**src/char_cfg.svh**
```systemverilog
// ********************
// Character layer constants
// RAM geometry, row-scroll window, flip offsets
// ********************
`ifndef CHAR_CFG_SVH
`define CHAR_CFG_SVH

// Character RAM word address width, 2K words
`define CHAR_AW 11
// Character RAM word width and byte lanes
`define CHAR_DW 16
`define CHAR_LANES (`CHAR_DW / 8)

// hdump[8:4] value of the row-scroll read window
`define CHAR_ROWREAD 8
// Page holding the row-scroll table
`define CHAR_SCR_PAGE 5'h1f

// Visible lines and flip offsets
`define CHAR_VLINES 224
`define CHAR_FLIP_V (`CHAR_VLINES - 1)
`define CHAR_FLIP_H 9'ha3

`endif
```
**src/char_pkg.sv**
```systemverilog
// ********************
// Character layer types
// RAM word union, attribute, pixel widths
// ********************
package char_pkg;

    // Bit-planes per pixel and plane width
    localparam int CHAR_PLANES  = 3;
    localparam int CHAR_PLANE_W = 8;

    // Priority plus palette, travels with each tile
    typedef struct packed {
        logic       prio;
        logic [2:0] pal;
    } char_attr_t;

    // Output pixel: attribute then colour bits
    localparam int CHAR_PXL_W = $bits(char_attr_t) + CHAR_PLANES;

    // Tilemap view of a RAM word
    typedef struct packed {
        logic       prio;
        logic [2:0] spare;
        logic [2:0] pal;
        logic [8:0] code;
    } char_tile_t;

    // Row-scroll table view of a RAM word
    typedef struct packed {
        logic       alt;
        logic [4:0] spare;
        logic [9:0] value;
    } char_scroll_t;

    // Same word, meaning depends on the scan window
    typedef union packed {
        char_tile_t   tile;
        char_scroll_t scroll;
    } char_word_u;

endpackage

```
**src/char_shifter.sv**
```systemverilog
// ********************
// Three-plane pixel shifter
// Flip-aware shift, attribute per tile
// ********************
module char_shifter
    import char_pkg::*;
(
    input  logic                                clk,
    input  logic                                rst,
    input  logic                                pxl_cen,
    input  logic                                flip,
    input  logic [CHAR_PLANES*CHAR_PLANE_W-1:0] plane_data,
    input  logic                                plane_load,
    input  char_attr_t                          attr,
    output logic [CHAR_PXL_W-1:0]               pxl
);

    // planes[2] is the colour MSB
    logic [CHAR_PLANES-1:0][CHAR_PLANE_W-1:0] planes;
    logic [CHAR_PLANES-1:0]                   colour;
    char_attr_t                               attr_q;

    always_ff @(posedge clk or posedge rst) begin
        if (rst) begin
            planes <= '0;
            attr_q <= '0;
        end else if (pxl_cen) begin
            if (plane_load) begin
                planes <= plane_data;
                // Attribute switches with the new tile
                attr_q <= attr;
            end else begin
                for (int p = 0; p < CHAR_PLANES; p++) begin
                    // Left for normal, right when mirrored
                    planes[p] <= flip ? planes[p] >> 1 : planes[p] << 1;
                end
            end
        end
    end

    // Outgoing bit of each plane
    always_comb begin
        for (int p = 0; p < CHAR_PLANES; p++) begin
            colour[p] = flip ? planes[p][0] : planes[p][CHAR_PLANE_W-1];
        end
    end

    assign pxl = {attr_q, colour};

endmodule

```
**config.mk**
```make
export PLATFORM = sky130hd
export DESIGN_NAME = char_shifter
export DESIGN_NICKNAME = d
export VERILOG_FILES = /design/src/char_cfg.svh /design/src/char_pkg.sv /design/src/char_shifter.sv
export SDC_FILE = /design/constraint.sdc
export NUM_CORES = 1
export LEC_CHECK = 0
export ABC_AREA = 1
export BUFFER_PORTS_ARGS = -buffer_cell sky130_fd_sc_hd__clkbuf_2
export CAP_MARGIN = 20
export CELL_PAD_IN_SITES_DETAIL_PLACEMENT = 0
export CELL_PAD_IN_SITES_GLOBAL_PLACEMENT = 1
export CORE_MARGIN = 5
export CORE_UTILIZATION = 36
export CTS_CLUSTER_DIAMETER = 120
export DETAILED_ROUTE_END_ITERATION = 8
export GPL_TIMING_DRIVEN = 0
export PLACE_DENSITY_LB_ADDON = 0.1
export SYNTH_ARGS = -nofsm -noshare
export SYNTH_HDL_FRONTEND = slang
export SYNTH_SLANG_ARGS = --single-unit
```
**constraint.sdc**
```tcl
create_clock -name clk -period 2.96 [get_ports clk]
set_clock_uncertainty 0.15 [all_clocks]
set_input_delay 0.444 -clock clk [delete_from_list [all_inputs] [get_ports clk]]
set_output_delay 0.444 -clock clk [all_outputs]
set_load 0.02 [all_outputs]
```
; ---- After elaboration in Yosys (flattened, before gate mapping)
; Index checks and enable logic that the tools add are counted.
[word_totals]
register_bits = 28
latchBits = 0
mem_bits_rw = 0
rom_bits = 0
inputBits = 33
out_inout_bits = 7
wordCells = 13
memories = 0
[classes]
addsub = 0
mul = 0
div = 0
magnitude_cmp = 0
eq_ne = 0
shift = 0
muxes = 7
bitwise = 0
reduce_logical = 1
[op_table]
columns = operator, count
row1 = $mux 24, 1
row2 = $mux 8, 3
row3 = $mux 1, 3
row4 = $reduce_and 2->1, 1

; ---- Depth between registers and ports, before layout
[depth]
depth_word = 2
ltp_mapped = 6
depth_no_buf = 5

; ---- Worst setup path after synthesis
; OpenSTA, ideal clock, no wires.
[synth_timing]
kind = input-to-output
startpoint = in flip
endpoint = out pxl[1]
arrival_time_ps = 821
required_ps = 2366
setup_slack_ps = 1545
path_stages = 3
path_buffers = 1
cell_sequence = buf_2 nand2_1 nand2_1
[synth_via]
elab_chain_len = 1
[synth_rtl]
columns = element, line_no
row1 = from (decl), char_shifter.sv:11  ; input logic flip,
row2 = $mux 1, char_shifter.sv:44  ; colour[p] = flip ? planes[p][0] : planes[p][CHAR_PLANE_W-1];
row3 = to (decl), char_shifter.sv:15  ; output logic [CHAR_PXL_W-1:0] pxl
; Every way passes these cells.

; ---- Worst setup path in the final report
; Same ends and word-level chain as after synthesis.

==> flow_summary.yaml <==
global_routing:
  grt-ovfl-total: 0
  grt_pass1_wl_um: 7530
  grt_use_total_pct: 15.4
  antenna_found_initial: 0
  grt_pass1_vias: 1593
  grt_max_degree: 21
routing:
  drcViolationCount: 0
  drt_iter0_markers: 79
  drt_first_pass_iters: 4
  vias_per_cell: 4.84
  wl_per_cell_um: 13.8
  routed_wl_um: 4350
  postRouteAntennaNets: 0
  vias: 1531
finish:
  drive_gt1_share_pct: 37.8
  fin_area_um2: 2070
  fillers: 519
  fin_cells: 316
  antennaDiodeCount: 0
  nNetsFinal: 297
  syn2layout_area_growth_pct: 19.8
power_and_ir_drop:
  p_leak_nw: 1.08
  p_per_area_nw_per_um2: 436
  vdd_drop_max_uv: 219
  p_total_w: 0.000902
setup_path:
  critical_path.max_fanout: 10
  startpoint_type: "input pin"
  crit_type: "in2out"
  worstPathRequired_ps: 2370
  critPathCaptureType: "primary output"
  worstPathArrival_ps: 1210
sta:
  fmax_mhz: 554
  min_period_ps: 1800
  post-route-period-util_pct: 60.9
  setup_violations: 0
  setup-tns-final_ps: 0
  finalHoldViolCount: 0
  worst_pin_slew_ps: 441
  slew_viol_final: 0
  rsz0062_at_grt: "no"
  slew_headroom_pct: 70.5
synth:
  synth_seq_cells: 28
  yosysSeqAreaShare_pct: 40.6
  yosysUniqueCellTypes: 16
  synth_cells: 218
  synth_nets: 251
  postSynthAreaPerCell_um2: 7.92
  synth-warning-count: 0
  syn_area_um2: 1730
floorplanning:
  die_x_um: 79.3
  rows: 25
  fp.dieArea_um2: 6280
  num_io_pins: 40
  die_h_um: 79.3
  coreArea_um2: 4690
  initial_core_util_pct: 36.8
clock_network:
  h-tree-depth: 1
  clock_path_buffers: 2
  cts_root_buffer: "clkbuf_8"
  post_cts_buffers: 0
  clk_pin_slew_ps: 90
  cts_tree: "built"
  clock_latency_ps: 270
  numCtsBuffers: 3
  cts_resized: 0
  numClockSinks: 28
job:
  drv_cap: 0
worst_hold_path:
  hold_class: "in2reg"
placement:
  place_area_um2: 2020
  gp_congestion: 0.764
  dpl.cell_count: 312
  portBuffers: 39
  hpwl_um: 3210
status:
  status: "finished, final reports clean"
-- Yosys cell counts (all sizes together) --
master   n  area share [%]
or2     18             6.5
nand2   70              15
a21oi   18             8.3
dfrtp   28              41
nor2     2             1.0
nand3   48              17
clkbuf   2             1.6
inv     23             5.0
buf      9             5.3
-- where the power goes --
group	switching (W)	internal [W]	total [W]	leakage [nW]
clock network	0.000117	0.0000916	0.000209	0.0216
logic	0.000128	0.0000991	0.000227	0.726
registers	0.0000358	0.000430	0.000466	0.330
-- path summary, 6_finish.rpt --
check / endpoint / cells after the start / startpoint / slack, ps
setup / recovery: pxl[1] / 5 / flip / 1160
hold reg to reg: pxl[3]$_DFFE_PP0P_ / 2 / pxl[3]$_DFFE_PP0P_ / 330
setup reg to reg: planes[17]$_DFFE_PP0P_ / 3 / planes[17]$_DFFE_PP0P_ / 1920
min in group asynchronous: planes[5]$_DFFE_PP0P_ / 3 / rst / 540
max in group asynchronous: planes[22]$_DFFE_PP0P_ / 4 / rst / 1670
hold / removal: pxl[4]$_DFFE_PP0P_ / 3 / attr[1] / 210
-- layout make-up --
type                       instances  area (µm²)  area share (%)
multi-input combinational        156         821            39.7
sequential                        28         701            33.9
timing repair buffer              41         233            11.3
buffer                            11         119            5.75
inverter                          23        86.3            4.17
tap                               54        67.6            3.27
clock buffer                       3        41.3            2.00
-- per-layer routing --
metal	up-vias	routed length, µm	global-route usage [%]
li1	781	-	-
met1	709	2130	21.6
met2	36	2000	24.4
met3	5	155	2.15
met4	0	62	5.15
met5	-	0	0
-- stage by stage --
step                hold slack [ps]  worst slack, ps  utilization, %
floorplan                       337             1550               -
global placement                315             1180            42.4
detailed placement              297             1180            43.0
CTS                             199             1180            44.1
global route                    206             1090            44.1
finish                          206             1160            44.1
-- cell usage in the layout, fill, tap and decap left out, drive strengths merged --
| master | n |
|---|---|
| clkbuf | 44 |
| or2 | 18 |
| dlygate4sd3 | 1 |
| buf | 10 |
| nand3 | 48 |
| nor2 | 2 |
| dfrtp | 28 |
| inv | 23 |
| a21oi | 18 |
| nand2 | 70 |
-- critical path, stage by stage --
cell and delay [ps]:
clkbuf_2 160, buf_2 260, nand2_1 80, nand2_1 90, clkbuf_2 170
-- cell families after synthesis --
family	synth area share (%)
buffers and inverters	11.9
and+or+nand+nor	39.3
DFF	40.6
AOI/OAI and AO/OA	8.26
-- flip-flops by register name (all words and copies together) (netlist names) --
signal / flops
planes: 24
pxl: 4
-- timing repair --
item,4_1_cts,5_1_grt
endpoints found under the hold margin,8,0
hold buffers,1,0
endpoints found under the setup margin,0,0
(Power assumes the default switching activity.)
