<file path="src/char_cfg.svh">
// ********************
// Character layer constants
// RAM geometry, row-scroll window, flip offsets
// ********************
`ifndef CHAR_CFG_SVH
`define CHAR_CFG_SVH

// Character RAM word address width, 2K words
`define CHAR_AW 11
// Character RAM word width and byte lanes
`define CHAR_DW 16
`define CHAR_LANES (`CHAR_DW / 8)

// hdump[8:4] value of the row-scroll read window
`define CHAR_ROWREAD 8
// Page holding the row-scroll table
`define CHAR_SCR_PAGE 5'h1f

// Visible lines and flip offsets
`define CHAR_VLINES 224
`define CHAR_FLIP_V (`CHAR_VLINES - 1)
`define CHAR_FLIP_H 9'ha3

`endif
</file>
<file path="src/char_pkg.sv">
// ********************
// Character layer types
// RAM word union, attribute, pixel widths
// ********************
package char_pkg;

    // Bit-planes per pixel and plane width
    localparam int CHAR_PLANES  = 3;
    localparam int CHAR_PLANE_W = 8;

    // Priority plus palette, travels with each tile
    typedef struct packed {
        logic       prio;
        logic [2:0] pal;
    } char_attr_t;

    // Output pixel: attribute then colour bits
    localparam int CHAR_PXL_W = $bits(char_attr_t) + CHAR_PLANES;

    // Tilemap view of a RAM word
    typedef struct packed {
        logic       prio;
        logic [2:0] spare;
        logic [2:0] pal;
        logic [8:0] code;
    } char_tile_t;

    // Row-scroll table view of a RAM word
    typedef struct packed {
        logic       alt;
        logic [4:0] spare;
        logic [9:0] value;
    } char_scroll_t;

    // Same word, meaning depends on the scan window
    typedef union packed {
        char_tile_t   tile;
        char_scroll_t scroll;
    } char_word_u;

endpackage

</file>
<file path="src/char_tile_if.sv">
// ********************
// Tile hand-off bus
// Scan stage to fetch stage
// ********************
interface char_tile_if;
    import char_pkg::*;

    // Tile code from the tilemap
    logic [8:0] code;
    // Line inside the tile, already flipped
    logic [2:0] line;
    char_attr_t attr;
    // One clock, last pixel of each tile
    logic       load;

    modport scan (
        output code,
        output line,
        output attr,
        output load
    );

    modport fetch (
        input code,
        input line,
        input attr,
        input load
    );

endinterface

</file>
<file path="src/char_scan.sv">
// ********************
// Beam flip and tilemap scan
// Row-scroll latching, tile entry decode
// ********************
`include "char_cfg.svh"

module char_scan
    import char_pkg::*;
(
    input  logic                clk,
    input  logic                rst,
    input  logic                flip,
    input  logic [8:0]          hdump,
    input  logic [8:0]          vrender,
    output logic [`CHAR_AW-1:0] scan_addr,
    input  logic [`CHAR_DW-1:0] scan_data,
    char_tile_if.scan           tile,
    input  logic                pxl_cen,
    output logic [9:0]          rowscr1,
    output logic [9:0]          rowscr2,
    output logic                altscr1,
    output logic                altscr2,
    output logic                scr_start
);

    logic [8:0] vf;
    logic [8:0] hf;
    logic [5:0] hcol;
    logic       row_win;
    char_word_u word;

    // Flipped beam, one clock behind
    always_ff @(posedge clk or posedge rst) begin
        if (rst) begin
            vf <= '0;
            hf <= '0;
        end else begin
            vf <= flip ? 9'(`CHAR_FLIP_V) - vrender : vrender;
            hf <= flip ? `CHAR_FLIP_H - hdump : hdump;
        end
    end

    // Row-scroll window follows the raw beam
    assign row_win   = hdump[8:4] == 5'(`CHAR_ROWREAD);
    assign scr_start = hdump[8:4] == 5'(`CHAR_ROWREAD + 1);

    // Two tiles ahead of the beam
    assign hcol = hf[8:3] + 6'd2;

    // Tilemap row/column, or scroll table entry in the window
    assign scan_addr = row_win ? {`CHAR_SCR_PAGE, vf[7:3], hdump[3]}
                               : {vf[7:3], hcol};

    assign word = scan_data;

    // Scroll view: half 0 then half 1
    always_ff @(posedge clk or posedge rst) begin
        if (rst) begin
            rowscr1 <= '0;
            rowscr2 <= '0;
            altscr1 <= 1'b0;
            altscr2 <= 1'b0;
        end else if (row_win) begin
            if (!hdump[3]) begin
                rowscr1 <= word.scroll.value;
                altscr1 <= word.scroll.alt;
            end else begin
                rowscr2 <= word.scroll.value;
                altscr2 <= word.scroll.alt;
            end
        end
    end

    // Tile view, taken by fetch on the strobe
    assign tile.code      = word.tile.code;
    assign tile.line      = vf[2:0];
    assign tile.attr.prio = word.tile.prio;
    assign tile.attr.pal  = word.tile.pal;
    // Last pixel of the current tile
    assign tile.load      = pxl_cen && (hdump[2:0] == 3'd7);

endmodule

</file>
<file path="src/flat_wrapper.sv">
// flat-port wrapper written by rule: the top's interface ports become plain ports
module char_scan_flat import char_pkg::*;
  (clk, rst, flip, hdump, vrender, scan_addr, scan_data, pxl_cen, rowscr1, rowscr2, altscr1, altscr2, scr_start, tile_code, tile_line, tile_attr, tile_load);
  char_tile_if tile_i ();
  input  logic clk;
  input  logic rst;
  input  logic flip;
  input  logic [8:0] hdump;
  input  logic [8:0] vrender;
  output logic [`CHAR_AW-1:0] scan_addr;
  input  logic [`CHAR_DW-1:0] scan_data;
  input  logic pxl_cen;
  output logic [9:0] rowscr1;
  output logic [9:0] rowscr2;
  output logic altscr1;
  output logic altscr2;
  output logic scr_start;
  output wire logic [$bits(tile_i.code)-1:0] tile_code;
  output wire logic [$bits(tile_i.line)-1:0] tile_line;
  output wire logic [$bits(tile_i.attr)-1:0] tile_attr;
  output wire logic [$bits(tile_i.load)-1:0] tile_load;
  assign tile_code = tile_i.code;
  assign tile_line = tile_i.line;
  assign tile_attr = tile_i.attr;
  assign tile_load = tile_i.load;
  char_scan u_core (.clk(clk), .rst(rst), .flip(flip), .hdump(hdump), .vrender(vrender), .scan_addr(scan_addr), .scan_data(scan_data), .tile(tile_i), .pxl_cen(pxl_cen), .rowscr1(rowscr1), .rowscr2(rowscr2), .altscr1(altscr1), .altscr2(altscr2), .scr_start(scr_start));
endmodule
</file>
<file path="config.mk">
export PLATFORM = sky130hd
export DESIGN_NAME = char_scan_flat
export DESIGN_NICKNAME = d
export VERILOG_FILES = /design/src/char_pkg.sv /design/src/char_tile_if.sv /design/src/char_scan.sv /design/src/flat_wrapper.sv
export VERILOG_INCLUDE_DIRS = /design/src
export SDC_FILE = /design/constraint.sdc
export NUM_CORES = 1
export LEC_CHECK = 0
export BUFFER_PORTS_ARGS = -buffer_cell sky130_fd_sc_hd__buf_4
export CAP_MARGIN = 10
export CORE_UTILIZATION = 41
export DETAILED_ROUTE_END_ITERATION = 8
export PLACE_DENSITY = 0.76
export REMOVE_ABC_BUFFERS = 1
export SLEW_MARGIN = 20
export SYNTH_ARGS = -nofsm -noshare
export SYNTH_HDL_FRONTEND = slang
export SYNTH_SLANG_ARGS = --single-unit
export TNS_END_PERCENT = 10
</file>
<file path="constraint.sdc">
create_clock -name clk -period 1.5 [get_ports clk]
set_input_delay 0.3 -clock clk [delete_from_list [all_inputs] [get_ports clk]]
set_output_delay 0.3 -clock clk [all_outputs]
set_load 0.02 [all_outputs]
</file>
**Word level (Yosys, flattened, before mapping)**

Cells that the tools add are included.

- Memory bits (read-only): 0
- Bits in latches: 0
- RAM bits: 0
- Flip-flop bits (word level): 39
- Memories kept: 0
- Output and inout bits: 51
- Input bits: 38
- Word-level logic and storage cells: 19

- Reduce and logical (&&, ||, !) cells: 3
- $add $sub $neg: 3
- Shifts and indexed selects: 0
- Div/mod/pow operators: 0
- Mux-type cells: 3
- Magnitude comparators: 0
- Bitwise gates (word level): 1
- Equality and inequality tests: 3
- Multipliers: 0

Operators with widths:

| kind | count |
|---|---|
| $mux W11 | 1 |
| $eq A5 B4 Y1 const B | 2 |
| $mux W9 | 1 |
| $sub A8 B9 Y9 const A | 1 |
| $mux W8 | 1 |
| $sub A8 B8 Y8 const A | 1 |
| $add A6 B2 Y6 const B | 1 |
| $reduce_and A2 Y1 | 2 |
| $eq A3 B3 Y1 const B | 1 |
| $logic_and A1 B1 Y1 | 1 |
| $not A1 Y1 | 1 |

**Logic depth before layout (Yosys ltp)**

- Word-level depth: 2
- Gate-level depth with buffers: 6
- Mapped depth without buffers: 5

**Least setup slack after synthesis**

Ideal clock, no wire load.

- Path type: input-to-output
- Start point: input port hdump[6]
- End point: output port scan_addr[1]
- Data required time: 1.200 ns
- Data arrival time: 1.475 ns
- Path buffers: 2
- Slack: -0.275 ns
- Stages: 5
- Path through: nor4b_2 and2_1 buf_6 buf_2 mux2i_1

- Cells in the longest elaborated chain, start to end: 2

Ends and longest elaborated chain:

| element | RTL line | RTL |
|---|---|---|
| from (decl) | flat_wrapper.sv:8 | `input logic [8:0] hdump;` |
| $eq A5 B4 Y1 | char_scan.sv:44 | `` assign row_win = hdump[8:4] == 5'(`CHAR_ROWREAD); `` |
| $mux W11 | char_scan.sv:51 | `` assign scan_addr = row_win ? {`CHAR_SCR_PAGE, vf[7:3], hdump[3]} `` |
| to (decl) | flat_wrapper.sv:10 | `` output logic [`CHAR_AW-1:0] scan_addr; `` |

Every way passes these cells.

**Worst setup path in the final report**

- Start point: input port hdump[5]
- End point: output port scan_addr[2]

The elaborated chain is that of the path after synthesis.

==> impl_metrics.yaml <==
global_route:
  antenna_found_initial: 0
  grt_max_degree: 23
  grt_pass1_vias: 1224
  grt_pass1_wl_um: 5690
  grt_usage_pct: 17.2
  grt-ovfl-total: 0
layout:
  syn2layout_area_growth_pct: 50.1
  num_antenna_cells: 0
  final_common_cell: "buf_4"
  finish.instance_area_um2: 2610
  final_cell_mix: "80 x buf_4, 36 x dfrtp_1, 14 x mux2_2"
  layout.cells.non_filler: 271
  drive_gt1_share_pct: 62.9
  postLayoutCoreUtil_pct: 64.8
  nets: 261
run_status:
  violations: "setup timing"
  outcome: "finished with violations"
synth:
  syn_area_um2: 1740
  synth_cell_type_count: 28
  yosysWarnings: 0
  syn_inst: 137
  syn_avg_cell_area_um2: 12.7
  yosysSeqAreaShare_pct: 51.8
  synth_seq_cells: 36
placement:
  place_ws_ns: -0.256
  placed_cells: 259
  gp_congestion: 0.732
  port_buffers: 80
  hpwl_um: 2840
  placed_area_um2: 2370
sta:
  fmax_ghz: 0.599
  fin_setup_tns_ns: -1.06
  setup_ws_ns: -0.168
  period_minus_slack_ns: 1.67
  fin_crit_sh_pct: 111
  worst_pin_slew_ns: 0.283
  setup_viol: 12
  maxSlewHeadroom_pct: 81.1
  rsz0062_at_grt: "yes"
  hold_viol_final: 0
  fin_skew_ns: 0
  drv_slew: 0
flow_run:
  drv_cap: 0
cts:
  cts_tree: "built"
  cts-root-buf: "clkbuf_8"
  cts_sinks: 36
  cts.htree.levels: 2
  cts_buffers: 5
  cts_max_path_buffers: 2
  clock_latency_ns: 0.29
  path_clk_slew_ns: 0.07
die:
  ios: 89
  dieArea_um2: 4510
  coreArea_um2: 4030
  die_height_um: 67.1
  die_w_um: 67.1
  initial_core_util_pct: 43.2
  placementRows: 23
routing:
  dr.first_iter.drc_count: 25
  routedWlPerCell_um: 13.6
  post-route-drc-count: 0
  viasPerCell: 4.61
  drt_wl_total_um: 3680
  first_pass_iters: 4
  vias: 1250
  ant_nets: 0
setup_path:
  cp_data_arrival_time_ns: 1.37
  path_max_fanout: 3
  cp-startpoint: "hdump[5]"
  required_ns: 1.20
  crit_type: "input port to output port"
  start_kind: "input port"
  reg2reg_from: "u_core.rowscr2[2]"
  cp-end-kind: "output port"
pwr:
  worst_ir_drop_vdd_v: 0.000735
  p_leak_nw: 1.34
  power_density_nw_per_um2: 1140
min_path:
  min_from: "vrender[5]"
  hold_class: "input port to flip-flop"
==> cells by family (layout without fill, tap and decap cells) <==
| group | Yosys count | in the layout | share of synthesized area, % |
|---|---|---|---|
| and+or+nand+nor | 24 | 24 | 8.27 |
| DFF | 36 | 36 | 51.8 |
| adders and majority gates | 3 | 3 | 2.16 |
| AOI/OAI and AO/OA | 9 | 9 | 3.02 |
| muxes | 24 | 24 | 17.4 |
| xor gates and xnor gates | 14 | 14 | 7.05 |
| buffers and inverters | 27 | 111 | 10.3 |
==> per-layer routing <==
metal	share of wire, %	vias to the layer above	global-route usage (%)
met5	0	-	0
met4	1.3	0	7.18
met3	4.9	4	5.24
met2	55	43	28.6
met1	39	604	20.4
li1	-	599	-
==> worst max-delay path, stage by stage <==
cell     delay [ns]
buf_8          0.10
nor4b_4        0.29
and2_4         0.21
mux2_2         0.34
buf_6          0.13
==> report_power, final <==
group          switching, W  internal, W  total (W)  leakage (nW)
combinational      0.000446     0.000490   0.000935         0.844
sequential        0.0000821      0.00112    0.00120         0.444
clock              0.000347     0.000492   0.000838        0.0541
total              0.000875      0.00210    0.00298          1.34
==> final cells by class <==
class | count | area, um^2
timing repair buffer | 97 | 816
tap | 50 | 62.6
inverter | 6 | 22.5
multi-input combinational | 74 | 697
fill | 334 | 1420
sequential | 36 | 901
clock buffer | 5 | 68.8
clock inverter | 3 | 42.5
==> through the flow <==
stage	hold WS, ns	total power (W)
final	0.136	0.00298
after global routing	0.125	0.00313
after CTS	0.127	0.00301
after detailed placement	0.223	0.00212
after global placement	0.223	0.00210
after floorplan	0.331	0.00165
==> Yosys cell counts (all sizes together) <==
library cell / instances / area, um^2
dfrtp: 36 / 901
mux2: 23 / 293
buf: 21 / 156
nand2: 7 / 33.8
xnor2: 7 / 61.3
xor2: 7 / 61.3
inv: 6 / 22.5
o21ai: 5 / 25.0
or2: 5 / 31.3
ha: 3 / 37.5
nand3: 3 / 15.0
and2: 2 / 12.5
nor2: 2 / 7.51
a21boi: 1 / 7.51
a21oi: 1 / 5.00
and4: 1 / 8.76
mux2i: 1 / 10.0
nand2b: 1 / 6.26
nand3b: 1 / 7.51
nor2b: 1 / 6.26
nor4b: 1 / 15.0
o211ai: 1 / 7.51
o31ai: 1 / 7.51
==> what timing repair did <==
| item | CTS | global route |
|---|---|---|
| pin swaps | 3 | 4 |
| endpoints found under the hold margin | 4 | 0 |
| hold buffers | 1 | 0 |
| endpoints found under the setup margin | 11 | 12 |
| buffers inserted | 2 | 1 |
| gates resized for setup | 21 | 7 |
==> sequential cells by signal (all words and copies together) (netlist names) <==
name / flops
u_core.altscr1: 1
u_core.vf: 8
u_core.altscr2: 1
u_core.hf: 6
u_core.rowscr2: 10
u_core.rowscr1: 10
==> worst paths after layout <==
path,slack [ns],depth (start not counted),to
max,-0.17,5,scan_addr[2]
min,0.14,1,u_core.vf[5]
max in group asynchronous,0.48,4,u_core.vf[5]
max reg2reg,0.74,1,u_core.rowscr2[2]
min reg2reg,0.51,1,u_core.rowscr1[6]
min in group asynchronous,0.48,3,u_core.vf[2]
(Power assumes the default switching activity.)
