--- src/char_cfg.svh ---
// ********************
// Character layer constants
// RAM geometry, row-scroll window, flip offsets
// ********************
`ifndef CHAR_CFG_SVH
`define CHAR_CFG_SVH

// Character RAM word address width, 2K words
`define CHAR_AW 11
// Character RAM word width and byte lanes
`define CHAR_DW 16
`define CHAR_LANES (`CHAR_DW / 8)

// hdump[8:4] value of the row-scroll read window
`define CHAR_ROWREAD 8
// Page holding the row-scroll table
`define CHAR_SCR_PAGE 5'h1f

// Visible lines and flip offsets
`define CHAR_VLINES 224
`define CHAR_FLIP_V (`CHAR_VLINES - 1)
`define CHAR_FLIP_H 9'ha3

`endif
--- src/char_pkg.sv ---
// ********************
// Character layer types
// RAM word union, attribute, pixel widths
// ********************
package char_pkg;

    // Bit-planes per pixel and plane width
    localparam int CHAR_PLANES  = 3;
    localparam int CHAR_PLANE_W = 8;

    // Priority plus palette, travels with each tile
    typedef struct packed {
        logic       prio;
        logic [2:0] pal;
    } char_attr_t;

    // Output pixel: attribute then colour bits
    localparam int CHAR_PXL_W = $bits(char_attr_t) + CHAR_PLANES;

    // Tilemap view of a RAM word
    typedef struct packed {
        logic       prio;
        logic [2:0] spare;
        logic [2:0] pal;
        logic [8:0] code;
    } char_tile_t;

    // Row-scroll table view of a RAM word
    typedef struct packed {
        logic       alt;
        logic [4:0] spare;
        logic [9:0] value;
    } char_scroll_t;

    // Same word, meaning depends on the scan window
    typedef union packed {
        char_tile_t   tile;
        char_scroll_t scroll;
    } char_word_u;

endpackage

--- src/char_tile_if.sv ---
// ********************
// Tile hand-off bus
// Scan stage to fetch stage
// ********************
interface char_tile_if;
    import char_pkg::*;

    // Tile code from the tilemap
    logic [8:0] code;
    // Line inside the tile, already flipped
    logic [2:0] line;
    char_attr_t attr;
    // One clock, last pixel of each tile
    logic       load;

    modport scan (
        output code,
        output line,
        output attr,
        output load
    );

    modport fetch (
        input code,
        input line,
        input attr,
        input load
    );

endinterface

--- src/char_fetch.sv ---
// ********************
// Graphics ROM fetch
// Code/line hold, plane data and attribute hand-off
// ********************
module char_fetch
    import char_pkg::*;
(
    input  logic                                clk,
    input  logic                                rst,
    char_tile_if.fetch                          tile,
    output logic [12:0]                         rom_addr,
    input  logic [31:0]                         rom_data,
    output logic [CHAR_PLANES*CHAR_PLANE_W-1:0] plane_data,
    output logic                                plane_load,
    output char_attr_t                          attr
);

    logic [8:0] code;
    logic [2:0] line;
    char_attr_t attr_next;

    // Tile being fetched, ROM address held for a whole tile
    always_ff @(posedge clk or posedge rst) begin
        if (rst) begin
            code      <= '0;
            line      <= '0;
            attr_next <= '0;
        end else if (tile.load) begin
            code      <= tile.code;
            line      <= tile.line;
            attr_next <= tile.attr;
        end
    end

    // Bit 0 always clear, ROM word is 32 bits
    assign rom_addr = {code, line, 1'b0};

    // ROM data for the held code, taken as the next tile is captured
    // Attribute moves with it so both reach the shifter together
    always_ff @(posedge clk or posedge rst) begin
        if (rst) begin
            plane_data <= '0;
            attr       <= '0;
        end else if (tile.load) begin
            plane_data <= rom_data[CHAR_PLANES*CHAR_PLANE_W-1:0];
            attr       <= attr_next;
        end
    end

    // Shifter picks up the previous plane_data on this same edge
    assign plane_load = tile.load;

endmodule

--- src/flat_wrapper.sv ---
// flat-port wrapper written by rule: the top's interface ports become plain ports
module char_fetch_flat import char_pkg::*;
  (clk, rst, rom_addr, rom_data, plane_data, plane_load, attr, tile_code, tile_line, tile_attr, tile_load);
  char_tile_if tile_i ();
  input  logic clk;
  input  logic rst;
  output logic [12:0] rom_addr;
  input  logic [31:0] rom_data;
  output logic [CHAR_PLANES*CHAR_PLANE_W-1:0] plane_data;
  output logic plane_load;
  output char_attr_t attr;
  input wire logic [$bits(tile_i.code)-1:0] tile_code;
  input wire logic [$bits(tile_i.line)-1:0] tile_line;
  input wire logic [$bits(tile_i.attr)-1:0] tile_attr;
  input wire logic [$bits(tile_i.load)-1:0] tile_load;
  assign tile_i.code = tile_code;
  assign tile_i.line = tile_line;
  assign tile_i.attr = tile_attr;
  assign tile_i.load = tile_load;
  char_fetch u_core (.clk(clk), .rst(rst), .tile(tile_i), .rom_addr(rom_addr), .rom_data(rom_data), .plane_data(plane_data), .plane_load(plane_load), .attr(attr));
endmodule
--- config.mk ---
export PLATFORM = sky130hd
export DESIGN_NAME = char_fetch_flat
export DESIGN_NICKNAME = d
export VERILOG_FILES = /design/src/char_cfg.svh /design/src/char_pkg.sv /design/src/char_tile_if.sv /design/src/char_fetch.sv /design/src/flat_wrapper.sv
export SDC_FILE = /design/constraint.sdc
export NUM_CORES = 1
export LEC_CHECK = 0
export BUFFER_PORTS_ARGS = -buffer_cell sky130_fd_sc_hd__buf_4
export CORE_UTILIZATION = 45
export CTS_CLUSTER_DIAMETER = 120
export DETAILED_ROUTE_END_ITERATION = 10
export PLACE_DENSITY = 0.79
export SETUP_SLACK_MARGIN = 0.2
export SYNTH_ARGS = -nofsm -noshare
export SYNTH_HDL_FRONTEND = slang
export SYNTH_SLANG_ARGS = --single-unit
--- constraint.sdc ---
create_clock -name clk -period 1.4 [get_ports clk]
set_input_delay 0.21 -clock clk [delete_from_list [all_inputs] [get_ports clk]]
set_output_delay 0.21 -clock clk [all_outputs]
set_load 0.1 [all_outputs]
# After elaboration in Yosys (flattened, before gate mapping)
# Index checks and enable logic that the tools add are counted.
word_totals:
  reg_bits: 44
  output_inout_bits: 42
  word_cells: 7

# Logic depth before layout (Yosys ltp)
# Gate-level depths: netlist of the first run.
depth:
  depth_word: 0
  ltp_mapped: 3

# Least setup slack after synthesis of the first run
# OpenSTA, ideal clock, no wires.
synth_path:
  kind: "register to register"
  from: "register, netlist name u_core.attr[0]"
  to: "register, netlist name u_core.attr[0]"
  setup_time_ns: 0.126
  arrival_ns: 1.132
  required_time_ns: 1.274
  slack_ns: 0.142
  stages_incl_launch_ff: 2
  path_buffers: 0
  period_less_slack_ns: 1.258
  cell_sequence: "dfrtp_1 > mux2_4"

# Worst setup path in the final report of the first run
layout_path:
  from: "register u_core.plane_data[13]"
  to: "output port plane_data[13]"
layout_lines:
  columns: ["item", "line", "source"]
  rows:
  - ["from (decl)", "char_fetch.sv:13", "output logic [CHAR_PLANES*CHAR_PLANE_W-1:0] plane_data,"]
  - ["from (signal assigned)", "char_fetch.sv:45", "plane_data <= rom_data[CHAR_PLANES*CHAR_PLANE_W-1:0];"]
  - ["to (decl)", "flat_wrapper.sv:9", "output logic [CHAR_PLANES*CHAR_PLANE_W-1:0] plane_data;"]
# No word-level cell between the ends.

==> results by stage, run 1 <==
Worst setup path:
- The longest individual stage delay on the worst path is between 0.3 and 0.4 ns.
- The type of origin of the critical path is a flop.
- At the worst endpoint, the arrival time is ~0.95 ns.
- The worst register-to-register path has a setup slack of 0.59 ns.
- The critical path is of the reg2out type.
- STA puts the critical path data required time at 1.19 ns.
- The number of buffers and inverters on the critical path is 1.
- The cell with the largest stage delay on the worst path is dfrtp_1.
- The largest driver fanout on the critical path is 2.
- The capturing instance or port of the critical path is plane_data[13].
- The critical path goes through buf_4.
- The number of cells on the worst reg-to-reg path is 1.
- The critical path starts at u_core.plane_data[13].
- The worst register-to-register path ends at u_core.code[8].
- The number of cells on the critical path is 1.
- The kind of cell with the highest combined delay along the critical path is flip-flops.
- In this run the critical register-to-register path is launched from u_core.code[8].
- The kind of end point of the critical path is an output pin.

Synth:
- The number of flops mapped to enable cells by yosys is 0.
- The cell count after synthesis came out at 97.
- The most used flip-flop cell after synthesis is dfrtp_1.
- The most common cell in the synthesized netlist is dfrtp_1.
- The number of flip-flops and latches in the synthesized netlist is 44.
- Ranked by total cell area, the synthesized netlist is headed by dfrtp_1 (59%), mux2_4 (32%), buf_12 (4.3%), mux2_2 (2.4%), buf_4 (0.81%).
- The mean instance size in the synthesized netlist is 19.18 um2.
- The cell type with the highest aggregate area in the netlist is dfrtp_1.
- Counting instances in the post-synthesis netlist gives the leading cell types as dfrtp_1 (44), mux2_4 (40), buf_12 (4), mux2_2 (4), buf_4 (2).
- The post-synthesis sequential area ratio is 0.5918.
- The synthesized netlist occupies a cell area of 1861 um2.
- In this run, distinct cell masters in the synthesized netlist total 8.
- For this run, the number of Yosys warnings is 0.
- The share of synthesized registers carrying an async set or reset is 1.000.
- The post-synth net total is 148.
- Of the post-synthesis cell area, the dominant cell type holds 0.5918.

Timing:
- The count of endpoints failing hold in the final timing report came to 0.
- Setup repair after global routing left no endpoint under its margin.
- Dividing the final minimum period by the clock period gives 0.8294.
- The tightest hold path in the finished design has a slack of around 0.15 ns.
- Clock skew on the completed layout was measured at 0.003088 ns.
- The count of endpoints failing setup in the final report is 0.
- The setup total negative slack is 0 ns.
- The highest attainable clock frequency is roughly 860 MHz.
- The minimum clock period is 1.161 ns.
- The max-slew violation count was 0.

Clocking:
- No sink is reached through more buffers than the 2 on the longest clock path.
- The H-tree depth is 2.
- TritonCTS created 5 clock buffers.
- The number of setup buffers added after CTS is 0.
- TritonCTS built the clock tree.
- CTS saw 44 sinks.
- The library cell used as clock root buffer is clkbuf_8.
- The later-pin clock latency in the skew report is 0.29 ns.
- After clock tree synthesis, the clock-pin slew on the worst setup and hold paths is 0.08 ns.

Die:
- 93 I/O pins were placed.
- In this run the standard cell core region covers a little under 4000 um2.
- The overall die height is 66.30 um.
- The overall die area is roughly 4400 um2.
- The die boundary width is 66.30 um.
- The initial utilization of the core area, before any placement, comes to 0.4685.
- After floorplanning, the core was divided into 23 placement rows.

Power:
- Cell internal power was estimated by the tool at 2.480 mW.
- The power density over the cells is 1525 nW/um2.
- The switching share of total power is 0.3901.
- The clock power share is 0.252.
- IR analysis of the VDD net gives a maximum drop of 1.053 mV.
- The relative contribution of combinational cells to total power is 0.383.
- Summed over all cells, the static leakage comes to 1.369 nW.
- The analysis attributes to net switching a power of approximately 1.6 mW.
- The share of total power dissipated in sequential elements is 0.365.

Global route:
- The number of antenna violations at the first check in global routing is 0.
- The total overflow left after global routing is 0.
- For this run, the total global-route usage over all layers was measured as 0.1763.
- The first-pass GRT wire length is 5609 um.
- The via count of the first global-routing pass is approximately 1100.
- Entering global routing, the biggest net connects 25 pins.

Cells and area:
- The fraction of layout cells with a size suffix above 1 is 0.7527.
- Across the whole layout, storage elements account for between 1000 and 1500 um2.
- The repair_antennas step left the layout with diodes totalling 0.
- In the final design database the tool counted 236 nets.
- The final core utilization is 0.6714.
- The finished cells cover 2666 um2.
- The combined area of the multi-input logic cells is between 600 and 700 um2.
- After filler insertion, the fill cell instance count of the layout stands at 291.
- The layout overhead on the synthesized area is 43.31%.

Run:
- The max-cap violation count is 0.

Detailed routing:
- For this run, the detailed router's first-pass iteration total came to 3.
- Dividing the detail-routed wire length by the instance count gives 15.04 um.
- The routed via count is between 1000 and 1500.
- After the first detailed-routing iteration, the DRC count stood at 42.
- The aggregate routed wire length is 3550 um.
- The via density per instance is 4.636.
- The detail route stage leaves a number of antenna-violating nets equal to 0.
- After detailed routing, the number of remaining DRC violations is 0.

Placed design:
- The placed wire-length estimate after detailed placement is 2576 um.
- The count of buffers from port buffering is 83.
- Routability-driven placement finished with a final weighted congestion of 0.6583.
- The placed instance area is between 2000 and 3000 um2.

Worst hold path:
- The tightest min-delay check is of the in2reg type.

Run status:
- The flow ran to the end, and the final reports show no timing, DRC or antenna violations.
## layout make-up
class	instances	area share
Sequential cell	44	0.4130
Tap cell	50	0.02346
Clock inverter	1	0.01126
Multi-Input combinational cell	45	0.2435
Timing Repair Buffer	88	0.2698
Clock buffer	7	0.03613
Inverter	1	0.002816
## power groups by stage
stage / clock (mW) / sequential (mW) / combinational (mW)
2_1_floorplan: 0 / 2.39 / 0.314
3_3_place_gp: 0 / 1.50 / 1.54
3_5_place_dp: 0 / 1.51 / 1.55
4_1_cts: 1.06 / 1.48 / 1.55
5_1_grt: 1.11 / 1.50 / 1.60
6_report: 1.03 / 1.48 / 1.56
## sequential cells by signal, summed over array words and instances, names as in the netlist
| register | cells |
|---|---|
| u_core.code | 9 |
| u_core.attr | 4 |
| u_core.plane_data | 24 |
| u_core.line | 3 |
| u_core.attr_next | 4 |
## metrics by stage
stage / total power [mW] / worst slack [ns] / cells
floorplan: 2.707 / 0.1417 / 97
global placement: 3.032 / 0.3429 / 227
detailed placement: 3.054 / 0.3285 / 227
CTS: 4.095 / 0.2064 / 236
global route: 4.207 / 0.2041 / 236
finish: 4.066 / 0.2388 / 236
## per-layer routing
metal | up-vias | GRT usage | share of wire
li1 | 503 | - | -
met1 | 529 | 0.2273 | 0.42
met2 | 54 | 0.2691 | 0.47
met4 | 0 | 0.09309 | 0.026
met3 | 8 | 0.04828 | 0.082
met5 | - | 0 | 0
## kinds of logic after synthesis
logic type / after synthesis / synth area share
buf+inv: 8 / 0.05918
flops: 44 / 0.5918
mux: 44 / 0.3470
other cells: 1 / 0.002016
## worst min path at each step
stage	slack [ns]	cells after the start	from	end
final	0.15	2	rom_data[6]	u_core.plane_data[6]
after detailed placement	0.26	2	rst	u_core.plane_data[7]
after global routing	0.14	2	rom_data[17]	u_core.plane_data[17]
after CTS	0.14	2	rom_data[6]	u_core.plane_data[6]
after global placement	0.26	2	rst	u_core.plane_data[7]
after floorplan	0.21	1	rst	u_core.attr[0]
## timing repair
item                       CTS  global route
setup endpoints to repair    0             5
hold endpoints to repair    20             0
resized for setup            0             5
hold buffers                 1             0
## cells in the final DEF, fill, tap and decap left out, drive strengths merged
cell type / netlist / final
bufinv: 0 / 1
buf: 7 / 87
clkinvlp: 0 / 1
dfrtp: 44 / 44
dlygate4sd3: 0 / 1
clkbuf: 0 / 7
conb: 1 / 1
mux2: 44 / 44
Power figures use the tool's default switching activity.
==> run 2, diff against run 1 <==
--- a/config.mk
+++ b/config.mk
@@ -5,11 +5,12 @@
 export SDC_FILE = /design/constraint.sdc
 export NUM_CORES = 1
 export LEC_CHECK = 0
+export ABC_AREA = 1
 export BUFFER_PORTS_ARGS = -buffer_cell sky130_fd_sc_hd__buf_4
-export CORE_UTILIZATION = 45
+export CORE_UTILIZATION = 40
 export CTS_CLUSTER_DIAMETER = 120
 export DETAILED_ROUTE_END_ITERATION = 10
-export PLACE_DENSITY = 0.79
+export PLACE_DENSITY = 0.75
 export SETUP_SLACK_MARGIN = 0.2
 export SYNTH_ARGS = -nofsm -noshare
 export SYNTH_HDL_FRONTEND = slang
==> constraint.sdc (replaced) <==
create_clock -name clk -period 0.9 [get_ports clk]
set_input_delay 0.135 -clock clk [delete_from_list [all_inputs] [get_ports clk]]
set_output_delay 0.135 -clock clk [all_outputs]
set_load 0.1 [all_outputs]
==> run 2 against run 1 <==
The flow now finishes with violations (setup timing). Flip-flop and latch count unchanged. Combinational power is 68% higher. Synthesized area decreased by 5.7%. Non-clock buffer count increased by 14. Critical path depth unchanged. Via count up 43%. Critical path type unchanged. Hold slack got worse by 0.11 ns.
==> results by stage, run 2 <==
Run status:
- The run finished, with violations left.
- The final reports fail on setup timing.

Timing:
- The highest attainable clock frequency is approximately 900 MHz.
- The max-slew violation count is 0 (unchanged).
- The smallest setup slack after layout is -0.2173 ns (-0.4561 ns).
- The portion of the clock cycle consumed by the worst path in the final layout is 1.241.
- The count of endpoints failing hold in the final timing report is 0 (unchanged).
- Setup repair after global routing could not meet its margin everywhere.
- The largest clock skew in the final design is 0.007067 ns (+0.003979 ns).
- Counting I/O delays and the setup requirement, the final critical path takes 1.117 ns.
- The count of endpoints failing setup in the final report was 40 (+40).

Worst hold path:
- The class of the most critical hold timing path is in2reg.

Detailed routing:
- The routed via count is 1563 (+43%).
- The via density per instance came to 4.611 (-0.54%).
- The detailed-routing iteration count for the pre-antenna-repair pass is 4 (+1).
- The average wire per standard cell was 14.81 um (-1.6%).
- The number of violations reported at the end of detailed-routing iteration 0 is 99 (+140%).
- The aggregate routed wire length is 5019 um (+41%).
- The post-detailed-route count of antenna-violating nets was 0 (unchanged).
- The DRC violations left is 0 (unchanged).

Synth:
- The post-synthesis sequential area ratio is 0.6277 (+0.03588).
- The number of flip-flops and latches in the synthesized netlist is 44 (unchanged).
- The number of synthesis warnings came to 0 (unchanged).
- In the synthesized netlist the dominant register cell turns out to be dfrtp_1.
- The area of the mapped netlist is 1754 um2 (-5.7%).
- The area fraction of the dominant cell type after synthesis is 0.6277 (+0.03588).
- The commonest cells after synthesis are nand2_1 (122), dfrtp_1 (44), nand2_2 (10), buf_4 (5), buf_6 (5).
- The largest total area in the synthesized netlist belongs to dfrtp_1.
- The post-synth net total came to 241 (+63%).
- The synthesized netlist cell count is 190 (+96%).
- In the post-synthesis netlist, the cell with the most instances is nand2_1.
- The share of synthesized registers carrying an async set or reset is 1.000 (unchanged).
- The number of distinct library cells after synthesis is 9 (+1).
- The number of flops mapped to enable cells by yosys was 0 (unchanged).
- By area the synthesized netlist is led by dfrtp_1 (63%), nand2_1 (26%), nand2_2 (3.6%), buf_6 (3.2%), buf_4 (2.1%).
- The mean instance size in the synthesized netlist is 9.233 um2 (-52%).

Run:
- The max-cap violation count is 0 (unchanged).

Power:
- The leakage dissipation is 1.645 nW (+20%).
- The power density over the cells is 1898 nW/um2 (+24%).
- The worst ir drop on vdd came to 1.049 mV (-0.39%).

Cells and area:
- The area taken by flip-flops and latches was 1251 um2 (+14%).
- The post-route cell area is 3387 um2 (+27%).
- The total inserted antenna cells is 0 (unchanged).
- The fraction of layout cells with a size suffix above 1 is 0.6609 (-0.09179).
- The largest registers in the layout are u_core.plane_data: 24 flops, u_core.code: 9 flops.
- The final layout net count was 339 (+44%).
- Leaving out fill and tap cells, the most frequent cells in the layout are nand2_1 (91), buf_4 (46), buf_12 (41).
- The number of flip-flops in the largest register is 24 (unchanged).
- The combined area of the multi-input logic cells is 606.8 um2 (-6.6%).
- The library cell used most frequently in the layout, excluding fill and tap cells, is nand2_1.
- The final core utilization was 0.8230 (+0.1517).
- Relative to the synthesized area, the layout overhead comes to 93.08%.
- The number of inserted filler cells in the final layout is 242 (-17%).
- The largest register by flop count is u_core.plane_data.

Die:
- The standard-cell row count is 23 (unchanged).
- The core area is 4115 um2 (+3.6%).
- The die boundary width was 68.22 um (+2.9%).
- The overall die area came to 4654 um2 (+5.9%).
- The number of placed I/O pins is 93 (unchanged).
- The overall die height was 68.22 um (+2.9%).
- The initial standard-cell utilization of the core was 0.4263 (-0.04222).

Worst setup path:
- The worst setup path is launched from a flop.
- The internal reg-to-reg setup slack is 0.03 ns (-0.56 ns).
- Traced cell by cell, the critical path runs through buf_12.
- The slowest stage of the critical path belongs to the cell dfrtp_4.
- The kind of end point of the critical path is an output pin.
- The kind of cell adding the most delay to the critical path is flip-flops.
- The arrival time of the worst setup path came to 0.98 ns (+0.03 ns).
- The critical path is of the reg2out type.
- The longest individual stage delay on the worst path is 0.51 ns (+0.14 ns).
- The largest driver fanout on the critical path is 2 (unchanged).
- The required time at the endpoint of the critical path is 0.76 ns (-0.43 ns).
- The buffering stage count on the worst path with inverters included came to 1 (unchanged).

Global route:
- The first-pass GRT wire length came to 6975 um (+24%).
- The via count of the first global-routing pass was 1553 (+38%).
- The number of antenna violations at the first check in global routing was 0 (unchanged).
- The total congestion overflow is 0 (unchanged).
- The maximum number of pins on one net before global-route repair is 45 (+80%).
- The total global-route track usage is 0.2076 (+0.03127).

Clocking:
- The later-pin clock latency in the skew report is 0.29 ns (about the same).
- The clock slew at the register clock pins of the worst setup and hold paths is 0.08 ns (about the same).
- The number of clock buffers inserted by TritonCTS is 5 (unchanged).
- The CTS sink count is 44 (unchanged).
- The number of buffers on the longest clock path came to 2 (unchanged).
- TritonCTS built the clock tree.
- The root buffer cell chosen for the clock tree is clkbuf_8.
- The H-tree depth is 2 (unchanged).

Placed design:
- The placed instance area is 2522 um2 (+0.45%).
- The weighted congestion at the end of routability-driven global placement is 0.6341 (-3.7%).
- The count of buffers from port buffering was 83 (unchanged).
- The placed wire-length estimate after detailed placement is 2570 um (-0.25%).
run 2: cell types whose count changed in the layout (fill, tap and decap cells not counted), sizes merged:
cell	change
nand2	+132
bufinv	-1
clkbuf	+2
inv	+1
buf	+13
mux2	-44
run 2: final cells by class:
| class | count | area share |
|---|---|---|
| multi-input cells | 133 | 0.1792 |
| flip-flops and latches | 44 | 0.3694 |
| clock buffers | 8 | 0.02955 |
| repair buffers | 102 | 0.3979 |
| well taps | 50 | 0.01847 |
| inverters | 2 | 0.005541 |
run 2: final timing paths:
check                                      from                     to  depth (start not counted)
min in group asynchronous                   rst         u_core.code[6]                          4
setup / recovery                 u_core.attr[2]                attr[2]                          1
max in group asynchronous                   rst         u_core.code[0]                          4
hold / removal                     rom_data[17]  u_core.plane_data[17]                          3
setup reg to reg           u_core.plane_data[4]   u_core.plane_data[4]                          3
hold reg to reg             u_core.attr_next[0]    u_core.attr_next[0]                          2
run 2: cells by family (layout without fill, tap and decap cells):
logic type | Yosys count | count (layout) | share of synthesized area
other | 1 | 1 | 0.002138
DFF | 44 | 44 | 0.6277
and+or+nand+nor | 132 | 132 | 0.2967
buffers and inverters | 13 | 112 | 0.07346
run 2: power by group:
group	internal (mW)	switching, mW	leakage (nW)
Sequential	2.26	0.222	0.491
Combinational	0.977	1.65	1.10
Clock	0.701	0.620	0.0515
Total	3.94	2.49	1.64
run 2: routing by layer:
| layer | vias to the layer above | wire length [um] | global-route usage |
|---|---|---|---|
| met5 | - | 0 | 0 |
| met3 | 4 | 280 | 0.07333 |
| met1 | 747 | 1955 | 0.2326 |
| met4 | 0 | 38 | 0.05990 |
| met2 | 58 | 2745 | 0.3676 |
| li1 | 754 | - | - |
run 2: worst register-to-register path: stages (launching register included):
cell and delay, ns:
dfrtp_4 0.50, buf_4 0.15, nand2_2 0.07, nand2_2 0.05
run 2: repair_timing:
item	4_1_cts	5_1_grt
gates resized for setup	121	44
pin swaps	23	15
cloned	0	1
setup endpoints to repair	43	124
setup buffers	9	4
hold endpoints to repair	44	0
hold buffers	1	0
run 2: metrics by stage:
stage	instances	setup slack (ns)	setup TNS [ns]	hold slack [ns]	total power, mW
floorplan	190	0.04705	0	0.1397	3.952
global placement	316	0.07032	0	0.2099	4.386
detailed placement	316	0.06411	0	0.2103	4.408
CTS	334	-0.2115	-7.959	0.02404	6.301
global route	339	-0.2364	-8.877	0.02501	6.667
finish	339	-0.2173	-7.867	0.03640	6.428
